--- src/common/serial_link_pkg.sv ---
package serial_link_pkg;

  ////////////////////////////////////////////////////////////////////////////
  // Link geometry
  ////////////////////////////////////////////////////////////////////////////

  localparam int NumLanes = 4;

  // One beat across all data lanes
  typedef logic [NumLanes-1:0] lane_t;

  // Raw-mode word, sent lowest nibble first
  typedef logic [15:0] raw_word_t;

  localparam int BeatsPerWord = 4;

  // Transmit and receive FIFOs share the same depth
  localparam int FifoDepth = 8;

  // Fill count covers 0 to FifoDepth inclusive
  typedef logic [3:0] fill_t;

  ////////////////////////////////////////////////////////////////////////////
  // Clock divider
  ////////////////////////////////////////////////////////////////////////////

  typedef logic [6:0] clk_div_t;

  localparam clk_div_t MinClkDiv   = 7'd4;
  localparam clk_div_t MaxClkDiv   = 7'd64;
  localparam clk_div_t ResetClkDiv = 7'd8;

  ////////////////////////////////////////////////////////////////////////////
  // Wishbone and register map
  ////////////////////////////////////////////////////////////////////////////

  typedef logic [7:0]  wb_adr_t;
  typedef logic [31:0] wb_data_t;

  localparam wb_adr_t RegCtrl      = 8'h00;
  localparam wb_adr_t RegClkDiv    = 8'h04;
  localparam wb_adr_t RegTxData    = 8'h08;
  localparam wb_adr_t RegTxStatus  = 8'h0C;
  localparam wb_adr_t RegRxData    = 8'h10;
  localparam wb_adr_t RegRxStatus  = 8'h14;
  localparam wb_adr_t RegFifoClear = 8'h18;

  // Transmitter FSM, one pass through LOW_HALF and HIGH_HALF per beat
  typedef enum logic [1:0] {
    IDLE,
    LOW_HALF,
    HIGH_HALF
  } phy_tx_state_e;

endpackage

--- src/design/serial_link_fifo.sv ---
module serial_link_fifo #(
  parameter type data_t = logic
) (
  input  logic                   clk_i,
  input  logic                   rst_i,
  input  logic                   clear_i,
  input  logic                   push_i,
  input  data_t                  data_i,
  input  logic                   pop_i,
  output data_t                  data_o,
  output logic                   empty_o,
  output logic                   full_o,
  output serial_link_pkg::fill_t fill_o
);

  import serial_link_pkg::*;

  localparam int PtrW = $clog2(FifoDepth);

  data_t           mem_q [FifoDepth];
  logic [PtrW-1:0] wr_ptr_q, rd_ptr_q;
  fill_t           fill_q;
  logic            do_push, do_pop;

  assign empty_o = (fill_q == '0);
  assign full_o  = (fill_q == fill_t'(FifoDepth));
  assign fill_o  = fill_q;
  assign data_o  = mem_q[rd_ptr_q];

  // Push when full and pop when empty are ignored
  assign do_push = push_i && !full_o;
  assign do_pop  = pop_i && !empty_o;

  always_ff @(posedge clk_i) begin
    if (rst_i || clear_i) begin
      wr_ptr_q <= '0;
      rd_ptr_q <= '0;
      fill_q   <= '0;
    end else begin
      if (do_push) begin
        wr_ptr_q <= wr_ptr_q + 1'b1;
      end
      if (do_pop) begin
        rd_ptr_q <= rd_ptr_q + 1'b1;
      end
      if (do_push && !do_pop) begin
        fill_q <= fill_q + 1'b1;
      end else if (do_pop && !do_push) begin
        fill_q <= fill_q - 1'b1;
      end
    end
  end

  always_ff @(posedge clk_i) begin
    if (do_push) begin
      mem_q[wr_ptr_q] <= data_i;
    end
  end

endmodule

--- src/design/serial_link_regs.sv ---
module serial_link_regs (
  input  logic                       clk_i,
  input  logic                       rst_i,
  // Wishbone classic slave
  input  logic                       wb_cyc_i,
  input  logic                       wb_stb_i,
  input  logic                       wb_we_i,
  input  serial_link_pkg::wb_adr_t   wb_adr_i,
  input  serial_link_pkg::wb_data_t  wb_dat_i,
  output serial_link_pkg::wb_data_t  wb_dat_o,
  output logic                       wb_ack_o,
  // FIFO status
  input  serial_link_pkg::fill_t     tx_fill_i,
  input  logic                       tx_full_i,
  input  serial_link_pkg::raw_word_t rx_word_i,
  input  serial_link_pkg::fill_t     rx_fill_i,
  input  logic                       rx_empty_i,
  input  logic                       rx_full_i,
  input  logic                       rx_word_valid_i,
  // Control outputs
  output logic                       tx_en_o,
  output serial_link_pkg::clk_div_t  clk_div_o,
  output logic                       tx_push_o,
  output serial_link_pkg::raw_word_t tx_word_o,
  output logic                       tx_clear_o,
  output logic                       rx_pop_o,
  output logic                       rx_clear_o
);

  import serial_link_pkg::*;

  logic     ack_q;
  logic     tx_en_q;
  clk_div_t clk_div_q;
  logic     overflow_q;
  wb_data_t rdata;
  wb_data_t dat_q;

  logic req, wr, rd;

  // A new access is taken only in the cycle before its ack
  assign req = wb_cyc_i && wb_stb_i && !ack_q;
  assign wr  = req && wb_we_i;
  assign rd  = req && !wb_we_i;

  ////////////////////////////////////////////////////////////////////////////
  // FIFO strobes
  ////////////////////////////////////////////////////////////////////////////

  assign tx_push_o  = wr && (wb_adr_i == RegTxData);
  assign tx_word_o  = wb_dat_i[15:0];
  assign tx_clear_o = wr && (wb_adr_i == RegFifoClear) && wb_dat_i[0];
  assign rx_clear_o = wr && (wb_adr_i == RegFifoClear) && wb_dat_i[1];
  // Pop only a word that is really there
  assign rx_pop_o   = rd && (wb_adr_i == RegRxData) && !rx_empty_i;

  ////////////////////////////////////////////////////////////////////////////
  // Control and status registers
  ////////////////////////////////////////////////////////////////////////////

  always_ff @(posedge clk_i) begin
    if (rst_i) begin
      ack_q      <= 1'b0;
      tx_en_q    <= 1'b0;
      clk_div_q  <= ResetClkDiv;
      overflow_q <= 1'b0;
    end else begin
      ack_q <= req;

      if (wr && (wb_adr_i == RegCtrl)) begin
        tx_en_q <= wb_dat_i[0];
      end

      // Divider is clamped into the supported range
      if (wr && (wb_adr_i == RegClkDiv)) begin
        if (wb_dat_i < wb_data_t'(MinClkDiv)) begin
          clk_div_q <= MinClkDiv;
        end else if (wb_dat_i > wb_data_t'(MaxClkDiv)) begin
          clk_div_q <= MaxClkDiv;
        end else begin
          clk_div_q <= wb_dat_i[6:0];
        end
      end

      // A dropped word wins over a status read in the same cycle
      if (rx_word_valid_i && rx_full_i) begin
        overflow_q <= 1'b1;
      end else if (rd && (wb_adr_i == RegRxStatus)) begin
        overflow_q <= 1'b0;
      end
    end
  end

  // Read mux
  always_comb begin
    rdata = '0;
    case (wb_adr_i)
      RegCtrl:     rdata[0]    = tx_en_q;
      RegClkDiv:   rdata[6:0]  = clk_div_q;
      RegTxStatus: rdata[4:0]  = {tx_full_i, tx_fill_i};
      RegRxData:   rdata[16:0] = {!rx_empty_i, rx_word_i};
      RegRxStatus: rdata[4:0]  = {overflow_q, rx_fill_i};
      default:     rdata       = '0;
    endcase
  end

  // Read data is captured together with the ack
  always_ff @(posedge clk_i) begin
    if (rd) begin
      dat_q <= rdata;
    end
  end

  assign wb_ack_o  = ack_q;
  assign wb_dat_o  = dat_q;
  assign tx_en_o   = tx_en_q;
  assign clk_div_o = clk_div_q;

endmodule

--- src/phy/serial_link_phy_tx.sv ---
module serial_link_phy_tx (
  input  logic                       clk_i,
  input  logic                       rst_i,
  input  logic                       tx_en_i,
  input  serial_link_pkg::clk_div_t  clk_div_i,
  input  serial_link_pkg::raw_word_t word_i,
  input  logic                       word_valid_i,
  output logic                       word_pop_o,
  output serial_link_pkg::lane_t     lane_o,
  output logic                       rcv_clk_o
);

  import serial_link_pkg::*;

  localparam int BeatW = $clog2(BeatsPerWord);

  phy_tx_state_e    state_q;
  clk_div_t         cnt_q, div_q, half_div;
  logic [BeatW-1:0] beat_q;
  raw_word_t        shift_q;
  lane_t            lane_q;
  logic             rcv_clk_q;
  logic             beat_end, word_end, load_word;

  // Forwarded clock rises halfway through the beat, centred on the data
  assign half_div  = div_q >> 1;
  assign beat_end  = (state_q == HIGH_HALF) && (cnt_q == div_q - 7'd1);
  assign word_end  = beat_end && (beat_q == BeatW'(BeatsPerWord - 1));
  // New words start only from idle or at a word boundary
  assign load_word = ((state_q == IDLE) || word_end) && tx_en_i && word_valid_i;

  always_ff @(posedge clk_i) begin
    if (rst_i) begin
      state_q   <= IDLE;
      cnt_q     <= '0;
      beat_q    <= '0;
      lane_q    <= '0;
      rcv_clk_q <= 1'b0;
    end else begin
      case (state_q)
        LOW_HALF: begin
          cnt_q <= cnt_q + 7'd1;
          if (cnt_q == half_div - 7'd1) begin
            rcv_clk_q <= 1'b1;
            state_q   <= HIGH_HALF;
          end
        end
        HIGH_HALF: begin
          cnt_q <= cnt_q + 7'd1;
          if (beat_end) begin
            rcv_clk_q <= 1'b0;
            cnt_q     <= '0;
            if (!word_end) begin
              lane_q  <= shift_q[NumLanes-1:0];
              beat_q  <= beat_q + 1'b1;
              state_q <= LOW_HALF;
            end else begin
              state_q <= IDLE;
            end
          end
        end
        default: ;
      endcase

      if (load_word) begin
        lane_q  <= word_i[NumLanes-1:0];
        cnt_q   <= '0;
        beat_q  <= '0;
        state_q <= LOW_HALF;
      end
    end
  end

  // Remaining nibbles and the divider for the word in flight
  always_ff @(posedge clk_i) begin
    if (load_word) begin
      shift_q <= word_i >> NumLanes;
      div_q   <= clk_div_i;
    end else if (beat_end && !word_end) begin
      shift_q <= shift_q >> NumLanes;
    end
  end

  assign word_pop_o = load_word;
  assign lane_o     = lane_q;
  assign rcv_clk_o  = rcv_clk_q;

endmodule

--- src/phy/serial_link_phy_rx.sv ---
module serial_link_phy_rx (
  input  logic                       clk_i,
  input  logic                       rst_i,
  input  serial_link_pkg::lane_t     lane_i,
  input  logic                       rcv_clk_i,
  output serial_link_pkg::raw_word_t word_o,
  output logic                       word_valid_o
);

  import serial_link_pkg::*;

  localparam int BeatW = $clog2(BeatsPerWord);

  // Clock and lanes share one synchronizer so they stay aligned
  logic [NumLanes:0] sync1_q, sync2_q;
  logic              clk_prev_q;
  logic              clk_rise;
  lane_t             lane_sync;

  logic [BeatW-1:0]  beat_q;
  raw_word_t         shift_q;
  logic              valid_q;

  ////////////////////////////////////////////////////////////////////////////
  // Synchronizer and edge detect
  ////////////////////////////////////////////////////////////////////////////

  always_ff @(posedge clk_i) begin
    if (rst_i) begin
      sync1_q    <= '0;
      sync2_q    <= '0;
      clk_prev_q <= 1'b0;
    end else begin
      sync1_q    <= {rcv_clk_i, lane_i};
      sync2_q    <= sync1_q;
      clk_prev_q <= sync2_q[NumLanes];
    end
  end

  assign clk_rise  = sync2_q[NumLanes] && !clk_prev_q;
  assign lane_sync = sync2_q[NumLanes-1:0];

  ////////////////////////////////////////////////////////////////////////////
  // Deserializer
  ////////////////////////////////////////////////////////////////////////////

  always_ff @(posedge clk_i) begin
    if (rst_i) begin
      beat_q  <= '0;
      valid_q <= 1'b0;
    end else begin
      valid_q <= clk_rise && (beat_q == BeatW'(BeatsPerWord - 1));
      if (clk_rise) begin
        beat_q <= beat_q + 1'b1;
      end
    end
  end

  // First nibble ends up in the low bits
  always_ff @(posedge clk_i) begin
    if (clk_rise) begin
      shift_q <= {lane_sync, shift_q[$bits(raw_word_t)-1:NumLanes]};
    end
  end

  assign word_o       = shift_q;
  assign word_valid_o = valid_q;

endmodule

--- src/design/serial_link.sv ---
module serial_link (
  input  logic                      clk_i,
  input  logic                      rst_i,
  input  logic                      wb_cyc_i,
  input  logic                      wb_stb_i,
  input  logic                      wb_we_i,
  input  serial_link_pkg::wb_adr_t  wb_adr_i,
  input  serial_link_pkg::wb_data_t wb_dat_i,
  output serial_link_pkg::wb_data_t wb_dat_o,
  output logic                      wb_ack_o,
  output serial_link_pkg::lane_t    lane_o,
  output logic                      rcv_clk_o,
  input  serial_link_pkg::lane_t    lane_i,
  input  logic                      rcv_clk_i
);

  import serial_link_pkg::*;

  // Control signals from the register file
  logic     tx_en;
  clk_div_t clk_div;
  logic     tx_push, tx_clear, rx_pop, rx_clear;

  // Transmit side
  raw_word_t tx_word, tx_head;
  logic      tx_empty, tx_full, tx_pop;
  fill_t     tx_fill;

  // Receive side
  raw_word_t rx_word, rx_head;
  logic      rx_word_valid, rx_empty, rx_full;
  fill_t     rx_fill;

  ////////////////////////////////////////////////////////////////////////////
  // Control
  ////////////////////////////////////////////////////////////////////////////

  serial_link_regs u_regs (
    .clk_i, .rst_i,
    .wb_cyc_i, .wb_stb_i, .wb_we_i, .wb_adr_i, .wb_dat_i, .wb_dat_o, .wb_ack_o,
    .tx_fill_i       (tx_fill),
    .tx_full_i       (tx_full),
    .rx_word_i       (rx_head),
    .rx_fill_i       (rx_fill),
    .rx_empty_i      (rx_empty),
    .rx_full_i       (rx_full),
    .rx_word_valid_i (rx_word_valid),
    .tx_en_o         (tx_en),
    .clk_div_o       (clk_div),
    .tx_push_o       (tx_push),
    .tx_word_o       (tx_word),
    .tx_clear_o      (tx_clear),
    .rx_pop_o        (rx_pop),
    .rx_clear_o      (rx_clear)
  );

  ////////////////////////////////////////////////////////////////////////////
  // Datapath
  ////////////////////////////////////////////////////////////////////////////

  serial_link_fifo #(.data_t(raw_word_t)) u_tx_fifo (
    .clk_i, .rst_i,
    .clear_i (tx_clear), .push_i (tx_push), .data_i (tx_word), .pop_i (tx_pop),
    .data_o  (tx_head),  .empty_o (tx_empty), .full_o (tx_full), .fill_o (tx_fill)
  );

  serial_link_phy_tx u_phy_tx (
    .clk_i, .rst_i,
    .tx_en_i (tx_en), .clk_div_i (clk_div), .word_i (tx_head), .word_valid_i (~tx_empty),
    .word_pop_o (tx_pop), .lane_o, .rcv_clk_o
  );

  serial_link_phy_rx u_phy_rx (
    .clk_i, .rst_i, .lane_i, .rcv_clk_i,
    .word_o (rx_word), .word_valid_o (rx_word_valid)
  );

  // Words arriving while full are dropped here and flagged by the registers
  serial_link_fifo #(.data_t(raw_word_t)) u_rx_fifo (
    .clk_i, .rst_i,
    .clear_i (rx_clear), .push_i (rx_word_valid), .data_i (rx_word), .pop_i (rx_pop),
    .data_o  (rx_head),  .empty_o (rx_empty), .full_o (rx_full), .fill_o (rx_fill)
  );

endmodule

--- config.mk ---
export PLATFORM = sky130hd
export DESIGN_NAME = serial_link
export DESIGN_NICKNAME = d
export VERILOG_FILES = /design/src/common/serial_link_pkg.sv /design/src/design/serial_link_fifo.sv /design/src/design/serial_link_regs.sv /design/src/phy/serial_link_phy_tx.sv /design/src/phy/serial_link_phy_rx.sv /design/src/design/serial_link.sv
export SDC_FILE = /design/constraint.sdc
export NUM_CORES = 1
export LEC_CHECK = 0
export ABC_AREA = 1
export BUFFER_PORTS_ARGS = -buffer_cell sky130_fd_sc_hd__clkbuf_2
export CAP_MARGIN = 20
export CORE_MARGIN = 4
export CORE_UTILIZATION = 45
export DETAILED_ROUTE_END_ITERATION = 8
export SETUP_SLACK_MARGIN = 0.02
export SLEW_MARGIN = 20
export SYNTH_ARGS = -nofsm -noshare
export SYNTH_HDL_FRONTEND = slang
export SYNTH_HIERARCHICAL = 1
export SYNTH_SLANG_ARGS = --single-unit
--- constraint.sdc ---
create_clock -name clk_i -period 3.75 [get_ports clk_i]
set_input_delay 0.75 -clock clk_i [delete_from_list [all_inputs] [get_ports clk_i]]
set_output_delay 0.75 -clock clk_i [all_outputs]
set_load 0.01 [all_outputs]
Yosys cells after proc, flatten, opt, wreduce, memory -nomap -nowiden --
Memory sizes are Yosys's and may differ from the RTL's. A register that Yosys moved wholly into a read port is not among the register bits. Index checks and enable logic that the tools add are counted.
Word-level totals: register bits after elaboration 112, memories 2, RAM bits 256
Cells by class: equal/unequal tests 19, mux-type cells 35, reduce and logical (&&, ||, !) cells 61, magnitude comparators 2, bitwise logic cells 2, add/subtract/negate cells 13
Memories:
- u_rx_fifo.mem_q | words 8, bits a word 16, rd ports 1, clocked after memory_dff 1, wr ports 1, line serial_link_fifo.sv:20 | data_t mem_q [FifoDepth];
- u_tx_fifo.mem_q | words 8, bits a word 16, rd ports 1, clocked after memory_dff 1, wr ports 1, line serial_link_fifo.sv:20
Operators by type and width (count):
- $gt 32x7->1 const B | 1
- $lt 32x3->1 const B | 1
- $mux 4 | 8
- $logic_and 1x1->1 | 29
- $eq 8x5->1 const B | 3
- $mux 12 | 2
- $mux 7 | 3
- $eq 8x4->1 const B | 2
- $pmux 4 s4 | 1
- $eq 7x7->1 | 2
- $pmux 7 s2 | 1
- $reduce_bool 2->1 | 7
- $add 3x1->3 const B | 4
- $logic_not 1->1 | 12
- $mux 3 | 4
- $reduce_and 3->1 | 4
- $mux 1 | 10
- $add 4x1->4 const B | 2
- $eq 4x4->1 const B | 2
- $eq 8x3->1 const B | 1
- $logic_not 4->1 | 2
- $logic_not 8->1 | 1
- $pmux 2 s2 | 2
- $sub 4x1->4 const B | 2
- other kinds (17) | 26

Depth between registers and ports, before layout --
Gate-level depths: netlist of run 1.
depth after elaboration 11, depth in mapped cells 24, mapped depth without buffers 24

By module --
Netlist of run 1, hierarchy kept.
Modules (own cells, without submodules):
- serial_link_fifo | cells an instance 525, instances 2, area each 5794.3 sq um
- serial_link_phy_tx | cells an instance 259, instances 1, area each 2010.7 sq um
- serial_link_regs | cells an instance 223, instances 1, area each 1774.2 sq um
- serial_link_phy_rx | cells an instance 68, instances 1, area each 923.4 sq um
- serial_link | cells an instance 1, instances 1, area each 3.8 sq um

Worst setup path before layout of run 1 --
OpenSTA, ideal clock, no wires.
path kind register to register, start register u_phy_tx.div_q[2], end register u_tx_fifo.fill_q[3], in the netlist u_tx_fifo/fill_o[3], library setup time 0.109 ns, stages on the path, launching flop included 23, data arrival time 3.096 ns, setup slack 0.546 ns, path buffers 0, required time 3.641 ns, period minus slack after synthesis 3.204 ns, path through edfxtp_1 > inv_1 > ha_1 > inv_1 > o21ai_2 > nand2_1 > nand2_1 > nand2_1 > nand3_2 > nor2_4 > nand3_2 > nand2_2 > nand2_4 > clkinv_1 > nand2_1 > ha_1 > inv_1 > ha_1 > or2_2 > nand3_1 > nand3_1 > nand2_1 > inv_1
On the way: longest elaborated chain between the ends 11, elaborated cells between the ends (all ways) 13, classes of those cells 1 x add/sub; 1 x eq/ne; 1 x mux; 10 x reduce/logical
RTL lines:
- start: declaration | line serial_link_phy_tx.sv:18 | clk_div_t cnt_q, div_q, half_div;
- start signal: assignment | line serial_link_phy_tx.sv:78 | div_q <= clk_div_i;
- $sub 7x1->7 (*) | line serial_link_phy_tx.sv:27 | assign beat_end = (state_q == HIGH_HALF) && (cnt_q == div_q - 7'd1);
- $eq 7x7->1 (*) | line serial_link_phy_tx.sv:27
- $logic_and 1x1->1 (*) | line serial_link_phy_tx.sv:27
- $logic_and 1x1->1 (*) | line serial_link_phy_tx.sv:28 | assign word_end = beat_end && (beat_q == BeatW'(BeatsPerWord - 1));
- $logic_or 1x1->1 (*) | line serial_link_phy_tx.sv:30 | assign load_word = ((state_q == IDLE) || word_end) && tx_en_i && word_valid_i;
- $logic_and 1x1->1 (*) (2 in series) | line serial_link_phy_tx.sv:30
- via tx_pop | line serial_link.sv:26 | logic tx_empty, tx_full, tx_pop;
- $logic_and 1x1->1 (*) | line serial_link_fifo.sv:32 | assign do_pop = pop_i && !empty_o;
- $logic_not 1->1 | line serial_link_fifo.sv:46 | if (do_push && !do_pop) begin
- $logic_and 1x1->1 | line serial_link_fifo.sv:46
- $mux 4 / $reduce_bool 2->1 (equally long branches)
- end signal: assignment | line serial_link_fifo.sv:47 | fill_q <= fill_q + 1'b1;
- end signal: assignment | line serial_link_fifo.sv:49 | fill_q <= fill_q - 1'b1;
- end: declaration | line serial_link_fifo.sv:22 | fill_t fill_q;
Mark *: on every way through the listed nets, which the timed path passes. The rest lies on a longest branch. A chain may end at the register's enable or synchronous reset.

Worst setup path in the final report of run 1 --
start register u_phy_tx.div_q[0], end register u_tx_fifo.fill_q[3], in the netlist u_tx_fifo/fill_o[3]
Same word-level chain as after synthesis.

==> impl_metrics.csv, run 1 <==
group,metric,value,unit
timing,max_freq,0.3034,GHz
timing,hold_violations,0,
worst_setup_path,critPathLaunchType,"flop",
global_routing,first_global_vias,10481,
clock_tree,clk_pin_slew,60,ps
drt,ant_nets,0,
global_routing,grt_pass1_wl,57080,um
worst_setup_path,reg2reg_slack,450,ps
worst_setup_path,cpLargestDelayFamily,"simple AND/OR/NAND/NOR gates",
finish,finalInstanceArea,0.01836,mm^2
worst_setup_path,cp_slowest_cell,"edfxtp_1",
clock_tree,cts-root-buf,"clkbuf_16",
synthesis,yosys-top-cells-area,"edfxtp_1 57%, nor2_1 8.3%, dfxtp_1 8.1%",
timing,fin_skew,12.06,ps
drt,via_per_inst,5.014,
clock_tree,cts.sinks,374,
timing,worst_slew_pin_slew,788.6,ps
clock_tree,cts_inserted_buffers,41,
clock_tree,holdBufCountCts,0,
worst_setup_path,startpoint,"u_phy_tx/div_q[0]",
synthesis,synth_ff_type,"edfxtp_1",
power_and_ir_drop,power_leakage,7.194,nW
synthesis,syn-cell-area,0.01630,mm^2
status,outcome,"finished clean",
drt,dr.first_iter.drc_count,683,
timing,min_period_over_period,87.90,%
drt,avgRoutedWirePerCell,16.77,um
placement,dpl_cell_area,0.01699,mm^2
timing,setup_viol,0,
finish,diodes,0,
worst_setup_path,r2r_end,"u_tx_fifo/fill_o[3]",
clock_tree,cts_max_path_buffers,3,
worst_setup_path,path_cells,"inv_1 > ha_1 > inv_1 > nand2_1 > nand2_1 > nand3_1 > nor2_1 > nand3_2 > nor2_4 > nand3_2 > nand2_2 > nand2_4 > clkinv_1 > nand2_1 > ha_1 > inv_1 > ha_1 > or2_2 > nand3_1 > nand3_1 > nand2_1 > inv_1",
global_routing,grtUsageTotal,18.70,%
clock_tree,insertion_delay,560,ps
worst_setup_path,cp.required,4200,ps
synthesis,synth_edf_count,308,
clock_tree,cts_setup_buffers,0,
placement,routabilityCongestion,0.7955,
worst_setup_path,critical_path_buf_inv_count,5,
worst_setup_path,r2r_start,"u_phy_tx/div_q[0]",
timing,slew_violations,0,
synthesis,synthCells,1601,
worst_setup_path,cpPeakStageDelay,440,ps
worst_setup_path,rr_worst_depth,22,
worst_setup_path,crit_type,"reg2reg",
finish,multi_input_comb_area,0.004762,mm^2
timing,max-slew-margin-rel,47.37,%
synthesis,synth.distinct_cells,45,
power_and_ir_drop,totalPowerFinal,0.008669,W
die,io_pins,88,
finish,drive_gt1_share,12.60,%
timing,rsz0062_at_grt,"no",
synthesis,syn_area_per_cell,10.18,um^2
job,drv_cap,0,
die,start_util,45.72,%
worst_setup_path,cp_data_arrival_time,3750,ps
clock_tree,cts_tree,"yes",
placement,hpwl,21980,um
placement,port_buffers,72,
drt,vias,10905,
die,die_w,198.3,um
finish,area_growth,12.63,%
timing,tns,0,ps
worst_setup_path,crit_fanout,5,
worst_setup_path,cp-end-kind,"flop",
min_path,hold_path.class,"in2reg",
clock_tree,cts_resized,0,
finish,num-fill-cells,3176,
die,die_height,198.3,um
die,core_region_area,0.03566,mm^2
synthesis,ys_seq_elements,374,
synthesis,synthArstFlopShare,0,%
synthesis,yosysSeqAreaShare,64.84,%
global_routing,grt_antenna_before_repair,0,
die,dieArea,0.03933,mm^2
synthesis,yosysWarnings,6,
global_routing,grt_max_degree,65,
finish,seqCellArea,0.01057,mm^2
synthesis,synth_top_area_cell,"edfxtp_1",
power_and_ir_drop,power.density,472.2,mW/mm^2
synthesis,synth_top_area_share,56.74,%
drt,finalWirelength,36480,um
global_routing,grt-ovfl-total,0,
die,num_rows,69,
finish,final_nets,1751,
drt,drc_errors,0,
worst_setup_path,worst-path-stages,22,
synthesis,synth_common_cells,"361 x nor2_1, 342 x nand2_1, 308 x edfxtp_1, 122 x o21ai_1, 111 x inv_1",
synthesis,yosysMostFrequentCell,"nor2_1",
power_and_ir_drop,peakVddDrop,369.4,uV
clock_tree,ctsHtreeMaxLevel,2,
drt,first_pass_iters,5,
timing,fin_crit,3296,ps
worst_setup_path,crit_end,"u_tx_fifo/fill_o[3]",
flip-flops by register name, summed over array words and instances (netlist names), 2 cells and up, named ones only:
register	cells
u_tx_fifo/wr_ptr_q	3
u_rx_fifo/mem_q	128
u_phy_tx/shift_q	12
u_tx_fifo/fill_o	4
u_rx_fifo/fill_o	4
u_phy_rx/sync1_q	5
u_phy_tx/beat_q	2
u_regs/clk_div_o	7
u_phy_tx/state_q	2
u_regs/wb_dat_o	17
u_rx_fifo/wr_ptr_q	3
u_tx_fifo/mem_q	128
u_tx_fifo/rd_ptr_q	3
u_phy_tx/div_q	7
u_phy_tx/cnt_q	7
u_rx_fifo/rd_ptr_q	3
u_phy_rx/beat_q	2
u_phy_rx/sync2_q	5
u_phy_tx/lane_o	4
u_phy_rx/word_o	16
stage by stage:
step           util (%)  worst slack, ps  hold WS, ps  instances
2_1_floorplan         -            545.7        385.5       1615
3_3_place_gp      47.54            503.0        388.5       2097
3_5_place_dp      47.65            431.3        388.7       2099
4_1_cts           51.49            468.1        341.4       2175
5_1_grt           51.49            187.2        379.9       2175
6_report          51.49            453.9        375.7       2175
report_power, final:
group	switching, W	internal (W)
logic	0.0000894	0.0000360
registers	0.0000127	0.00449
clock network	0.00159	0.00245
total	0.00170	0.00697
layout make-up:
type	instances	area share, %
clock inverter	15	1.077
sequential	374	57.59
inverter	118	2.426
clock buffer	61	6.379
multi-input combinational	1041	25.94
timing repair buffer	105	3.449
tap	461	3.142
worst register-to-register path, cell delays in order, from the launching register on:
cell and delay, ps:
edfxtp_1 440, inv_1 150, ha_1 260, inv_1 60
nand2_1 40, nand2_1 80, nand3_1 60, nor2_1 150
nand3_2 120, nor2_4 120, nand3_2 70, nand2_2 120
nand2_4 70, clkinv_1 70, nand2_1 120, ha_1 230
inv_1 140, ha_1 270, or2_2 310, nand3_1 80
nand3_1 80, nand2_1 90, inv_1 50
worst min-delay path by stage:
stage / from / end / slack (ps) / cells after the start
floorplan: u_phy_rx/sync2_q[0] / u_phy_rx/word_o[12] / 390 / 0
global route: rcv_clk_i / u_phy_rx/sync1_q[4] / 380 / 3
global placement: u_phy_rx/sync2_q[0] / u_phy_rx/word_o[12] / 390 / 0
detailed placement: u_phy_rx/sync2_q[1] / u_phy_rx/word_o[13] / 390 / 0
CTS: lane_i[2] / u_phy_rx/sync1_q[2] / 340 / 3
finish: lane_i[2] / u_phy_rx/sync1_q[2] / 380 / 3
cell families after synthesis:
kind of cell,after synthesis,synth area share (%)
XOR/XNOR,16,0.9441
adder cells (fa/ha/maj),20,1.627
AND/OR/NAND/NOR,813,20.64
buffers and inverters,200,6.279
other,1,0.02301
AO/OA/AOI/OAI,177,5.642
flip-flops,374,64.84
metal layers:
metal	up-vias	part of all wire, %	GRT usage [%]
met5	-	0	0
met4	0	2.3	5.968
met3	56	5.6	3.080
met2	258	46	30.82
met1	5188	46	25.53
li1	5403	-	-
cells in the final DEF, fill, tap and decap left out, types with 15 or more instances in the layout:
| master | Yosys | final |
|---|---|---|
| a21oi_1 | 30 | 30 |
| buf_4 | 38 | 31 |
| clkbuf_16 | 0 | 41 |
| clkbuf_2 | 0 | 72 |
| conb_1 | 1 | 15 |
| dfxtp_1 | 66 | 64 |
| edfxtp_1 | 308 | 308 |
| ha_1 | 18 | 18 |
| inv_1 | 111 | 111 |
| nand2_1 | 342 | 342 |
| nand3_1 | 57 | 57 |
| nor2_1 | 361 | 360 |
| o21ai_0 | 18 | 18 |
| o21ai_1 | 122 | 122 |
No activity file was read; power rests on OpenSTA's default activity.
==> inputs of run 2 (changes only) <==
CORE_ASPECT_RATIO = 0.7   (was unset)
==> run 2 against run 1 <==
Net effect: fmax grew 1.9%; hold slack improved by 26 ps; critical path depth unchanged; non-clock buffer count is 3 higher; wire length up 3.8%; largest cell class unchanged; largest power group unchanged.
==> impl_metrics.csv, run 2 (same netlist as run 1, synthesis figures left out) <==
group,metric,value,unit
status,outcome,"finished clean",
finish,final_util,50.94,%
worst_setup_path,rr_worst_depth,22,
finish,fin_cells,2193,
clock_tree,holdBufCountCts,0,
power_and_ir_drop,power_leakage,7.128,nW
min_path,holdPathStages,2,
placement,place_inst,2121,
clock_tree,cts-root-buf,"clkbuf_16",
global_routing,first_global_vias,10285,
worst_setup_path,critical_path_buf_inv_count,5,
drt,via_per_inst,5.026,
timing,setup_viol,0,
min_path,hold_path.class,"reg2reg",
clock_tree,cts_inserted_buffers,39,
power_and_ir_drop,power.density,459.2,mW/mm^2
global_routing,grt_antenna_before_repair,2,
worst_setup_path,path_cells,"inv_1 > ha_1 > inv_1 > nand2_1 > nand3_1 > nand2_1 > nor2_1 > nand3_2 > nor2_4 > nand3_2 > nand2_2 > nand2_4 > clkinv_1 > nand2_1 > ha_1 > inv_1 > ha_1 > or2_2 > nand3_1 > nand3_1 > nand2_1 > inv_1",
global_routing,grt_pass1_wl,58330,um
global_routing,grtUsageTotal,18.74,%
placement,port_buffers,72,
timing,rsz0062_at_grt,"no",
timing,max_freq,0.3090,GHz
die,dieArea,0.03938,mm^2
die,die_w,235.5,um
worst_setup_path,cp-end-kind,"flop",
worst_setup_path,cp_slowest_cell,"edfxtp_1",
finish,area_growth,12.03,%
job,drv_cap,0,
drt,ant_nets,0,
worst_setup_path,cp.required,4170,ps
finish,layout_commonest_cell,"nor2_1",
finish,final_nets,1752,
die,core_region_area,0.03585,mm^2
die,die_height,167.2,um
timing,fin_skew,15.46,ps
placement,pre_cts_slack,540.4,ps
timing,fin_ws,514.3,ps
clock_tree,cts_tree,"yes",
timing,fin_crit,3236,ps
timing,worst_slew_pin_slew,965.0,ps
worst_setup_path,cp_data_arrival_time,3660,ps
die,num_rows,58,
drt,first_pass_iters,7,
finish,final_cell_mix,"360 x nor2_1, 342 x nand2_1, 308 x edfxtp_1, 122 x o21ai_1, 111 x inv_1",
clock_tree,ctsHtreeMaxLevel,2,
global_routing,grt-ovfl-total,0,
drt,finalWirelength,37880,um
drt,drc_errors,0,
clock_tree,cts_resized,0,
timing,slew_violations,0,
worst_setup_path,cpPeakStageDelay,390,ps
timing,hold_violations,0,
timing,min_period_over_period,86.29,%
timing,holdWs,401.9,ps
worst_setup_path,crit_fanout,6,
clock_tree,cts_setup_buffers,0,
drt,dr.first_iter.drc_count,1086,
placement,hpwl,23790,um
clock_tree,clk_pin_slew,60,ps
global_routing,grt_max_degree,65,
power_and_ir_drop,peakVddDrop,233.2,uV
finish,drive_gt1_share,12.32,%
min_path,hold_path_startpoint,"u_phy_rx/sync1_q[1]",
worst_setup_path,worst-path-stages,22,
clock_tree,insertion_delay,530,ps
placement,routabilityCongestion,0.8130,
worst_setup_path,cpLargestDelayFamily,"simple AND/OR/NAND/NOR gates",
worst_setup_path,crit_type,"reg2reg",
die,start_util,45.47,%
timing,tns,0,ps
clock_tree,cts.sinks,374,
drt,vias,11022,
worst_setup_path,startpoint,"u_phy_tx/div_q[0]",
drt,avgRoutedWirePerCell,17.27,um
timing,max-slew-margin-rel,35.57,%
worst_setup_path,critPathLaunchType,"flop",
worst_setup_path,r2r_start,"u_phy_tx/div_q[0]",
clock_tree,cts_max_path_buffers,3,
die,io_pins,88,
## run 2: cell count changes in the layout (fill, tap and decap cells not counted)
cell,delta
clkinv_2,-2
inv_6,-2
buf_12,-2
inv_16,-1
clkbuf_1,-2
diode_2,+1
clkinv_4,+1
bufinv_16,-2
clkbuf_8,-3
buf_4,+5
clkinv_1,+5
clkinvlp_4,+1
## run 2: final cells by class
type / count / area, um^2
flip-flops and latches: 374 / 10570
inverters: 118 / 445.4
multi-input cells: 1041 / 4762
diodes: 1 / 2.502
fillers: 3204 / 17590
clock buffers: 56 / 1122
clock inverters: 15 / 125.1
well taps: 480 / 600.6
repair buffers: 108 / 630.6
## run 2: path summary, 6_finish.rpt
check	end	slack, ps
min	u_phy_rx/sync2_q[1]	400
min reg2reg	u_phy_rx/sync2_q[1]	400
max	u_tx_fifo/fill_o[3]	510
max reg2reg	u_tx_fifo/fill_o[3]	510
## run 2: power by group
group          switching, W  leakage (nW)  internal, W
logic             0.0000908          3.25    0.0000361
registers         0.0000141          3.27      0.00448
clock network       0.00154         0.602      0.00222
## run 2: metal layers
metal	part of all wire [%]	track usage [%]	routed length (um)	vias to the layer above
met5	0	0	0	-
met4	1.6	4.312	615	0
met3	6.9	2.799	2617	38
met2	42	27.51	16050	327
met1	49	29.53	18590	5248
li1	-	-	-	5409
## run 2: per-stage QoR
| stage | instance area, um^2 | total power (W) |
|---|---|---|
| 5_1_grt | 18260 | 0.008661 |
| 3_3_place_gp | 17010 | 0.004710 |
| 6_report | 18260 | 0.008386 |
| 3_5_place_dp | 17010 | 0.004715 |
| 2_1_floorplan | 16350 | 0.004665 |
| 4_1_cts | 18260 | 0.008463 |
## run 2: worst reg2reg max path: stages (launching register included)
cell and delay, ps:
edfxtp_1 390, inv_1 100, ha_1 290, inv_1 110, nand2_1 50, nand3_1 80
nand2_1 60, nor2_1 130, nand3_2 130, nor2_4 130, nand3_2 80, nand2_2 130
nand2_4 60, clkinv_1 90, nand2_1 130, ha_1 220, inv_1 130, ha_1 280
or2_2 320, nand3_1 90, nand3_1 70, nand2_1 60, inv_1 30
==> inputs of run 3 (changes only) <==
CTS_CLUSTER_SIZE = 10   (was unset)
clock period = 3.6 ns   (was 3.75 ns; I/O delays follow)
==> run 3 against run 2 <==
Net effect: count of clock-buffer cells in the layout grew 21; clock skew shrank 7.4 ps; setup slack lost 210 ps; global-route usage is essentially flat.
==> impl_metrics.csv, run 3 (same netlist as run 1, synthesis figures left out) <==
group,metric,value,unit
worst_setup_path,critPathLaunchType,"flop",
drt,via_per_inst,5.003,
worst_setup_path,cp-end-kind,"flop",
timing,slew_violations,0,
timing,fin_skew,8.113,ps
clock_tree,ctsHtreeMaxLevel,2,
finish,final_nets,1758,
placement,port_buffers,72,
drt,ant_nets,0,
global_routing,grt_pass1_wl,58270,um
finish,layout_commonest_cell,"nor2_1",
global_routing,grt_antenna_before_repair,1,
drt,first_pass_iters,5,
die,dieArea,0.03938,mm^2
timing,max-slew-margin-rel,36.19,%
worst_setup_path,cp_data_arrival_time,3720,ps
die,start_util,45.47,%
power_and_ir_drop,totalPowerFinal,0.008733,W
placement,hpwl,23580,um
timing,fin_crit,3292,ps
worst_setup_path,r2r_start,"u_phy_tx/div_q[0]",
global_routing,first_global_vias,10301,
worst_setup_path,crit_fanout,5,
clock_tree,cts_max_path_buffers,3,
drt,drc_errors,0,
worst_setup_path,cp_slowest_cell,"edfxtp_1",
global_routing,grtUsageTotal,18.70,%
die,die_height,167.2,um
global_routing,grt-ovfl-total,0,
drt,finalWirelength,37200,um
job,drv_cap,0,
die,core_region_area,0.03585,mm^2
power_and_ir_drop,peakVddDrop,327.3,uV
worst_setup_path,cp.required,4030,ps
placement,routabilityCongestion,0.8242,
clock_tree,clk_pin_slew,50,ps
clock_tree,cts-root-buf,"clkbuf_16",
worst_setup_path,cpLargestDelayFamily,"simple AND/OR/NAND/NOR gates",
clock_tree,cts_tree,"yes",
finish,drive_gt1_share,12.09,%
finish,final_util,51.03,%
die,io_pins,88,
status,outcome,"finished clean",
worst_setup_path,crit_type,"reg2reg",
clock_tree,insertion_delay,530,ps
timing,max_freq,0.3038,GHz
clock_tree,holdBufCountCts,0,
timing,setup_viol,0,
worst_setup_path,cpPeakStageDelay,420,ps
timing,min_period_over_period,91.45,%
clock_tree,cts_inserted_buffers,43,
power_and_ir_drop,power.density,477.4,mW/mm^2
worst_setup_path,path_cells,"inv_1 > ha_2 > inv_1 > nand2_1 > nand2_1 > nand3_1 > nor2_1 > nand3_2 > nor2_4 > nand3_2 > nand2_2 > nand2_4 > clkinv_1 > nand2_1 > ha_1 > inv_1 > ha_1 > or2_2 > nand3_1 > nand3_1 > nand2_1 > inv_1",
finish,area_growth,12.23,%
timing,hold_violations,0,
finish,num-fill-cells,3189,
die,num_rows,58,
timing,holdWs,382.6,ps
timing,rsz0062_at_grt,"no",
min_path,hold_path_startpoint,"lane_i[1]",
timing,tns,0,ps
power_and_ir_drop,power_leakage,7.127,nW
drt,vias,11012,
finish,final_cell_mix,"360 x nor2_1, 342 x nand2_1, 308 x edfxtp_1, 122 x o21ai_1, 111 x inv_1",
global_routing,grt_max_degree,65,
die,die_w,235.5,um
worst_setup_path,critical_path_buf_inv_count,5,
min_path,hold_path.class,"in2reg",
drt,avgRoutedWirePerCell,16.90,um
timing,worst_slew_pin_slew,955.7,ps
finish,diodes,0,
worst_setup_path,startpoint,"u_phy_tx/div_q[0]",
clock_tree,cts.sinks,374,
drt,dr.first_iter.drc_count,983,
-- run 3: path summary, 6_finish.rpt --
kind	endpoint	slack (ps)	cells past startpoint
hold / removal	u_phy_rx/sync1_q[1]	380	3
setup reg to reg	u_tx_fifo/fill_o[3]	310	22
hold reg to reg	u_phy_rx/sync2_q[4]	400	2
setup / recovery	u_tx_fifo/fill_o[3]	310	22
-- run 3: per-layer routing --
metal  GRT usage (%)  wire [um]
met1           29.59      17740
met2           26.70      15640
met3           3.820       3332
met4           3.955        489
met5               0          0
-- run 3: worst register-to-register path, stage by stage (launching register included) --
cell,delay [ps]
edfxtp_1,420
inv_1,140
ha_2,290
inv_1,50
nand2_1,40
nand2_1,70
nand3_1,60
nor2_1,180
nand3_2,130
nor2_4,130
nand3_2,80
nand2_2,140
nand2_4,60
clkinv_1,90
nand2_1,130
ha_1,220
inv_1,140
ha_1,280
or2_2,310
nand3_1,80
nand3_1,70
nand2_1,60
inv_1,30
-- run 3: final cells by class --
type                       count  area [um^2]  share of cell area (%)
sequential                   374        10570                   57.79
tap                          480        600.6                   3.283
multi-input combinational   1041         4767                   26.06
timing repair buffer         110        658.1                   3.597
clock buffer                  77         1246                   6.812
inverter                     118        445.4                   2.435
clock inverter                 1        5.005                 0.02736
-- run 3: what timing repair did --
item                       4_1_cts  5_1_grt
resized for setup                0        2
buffers inserted                 0        2
setup endpoints to repair        0        1
-- run 3: per-stage QoR --
| stage | cells | instance area, um^2 | worst slack [ps] |
|---|---|---|---|
| after floorplan | 1615 | 16350 | 395.7 |
| after global placement | 2121 | 17020 | 346.9 |
| after detailed placement | 2121 | 17020 | 250.9 |
| after CTS | 2199 | 18280 | 321.5 |
| after global routing | 2201 | 18300 | 11.87 |
| final | 2201 | 18300 | 307.8 |
-- run 3: where the power goes --
part / switching [W] / leakage, nW / internal [W]
clock: 0.00159 / 0.596 / 0.00232
combinational: 0.0000947 / 3.26 / 0.0000376
sequential: 0.0000145 / 3.27 / 0.00467
total: 0.00170 / 7.13 / 0.00703
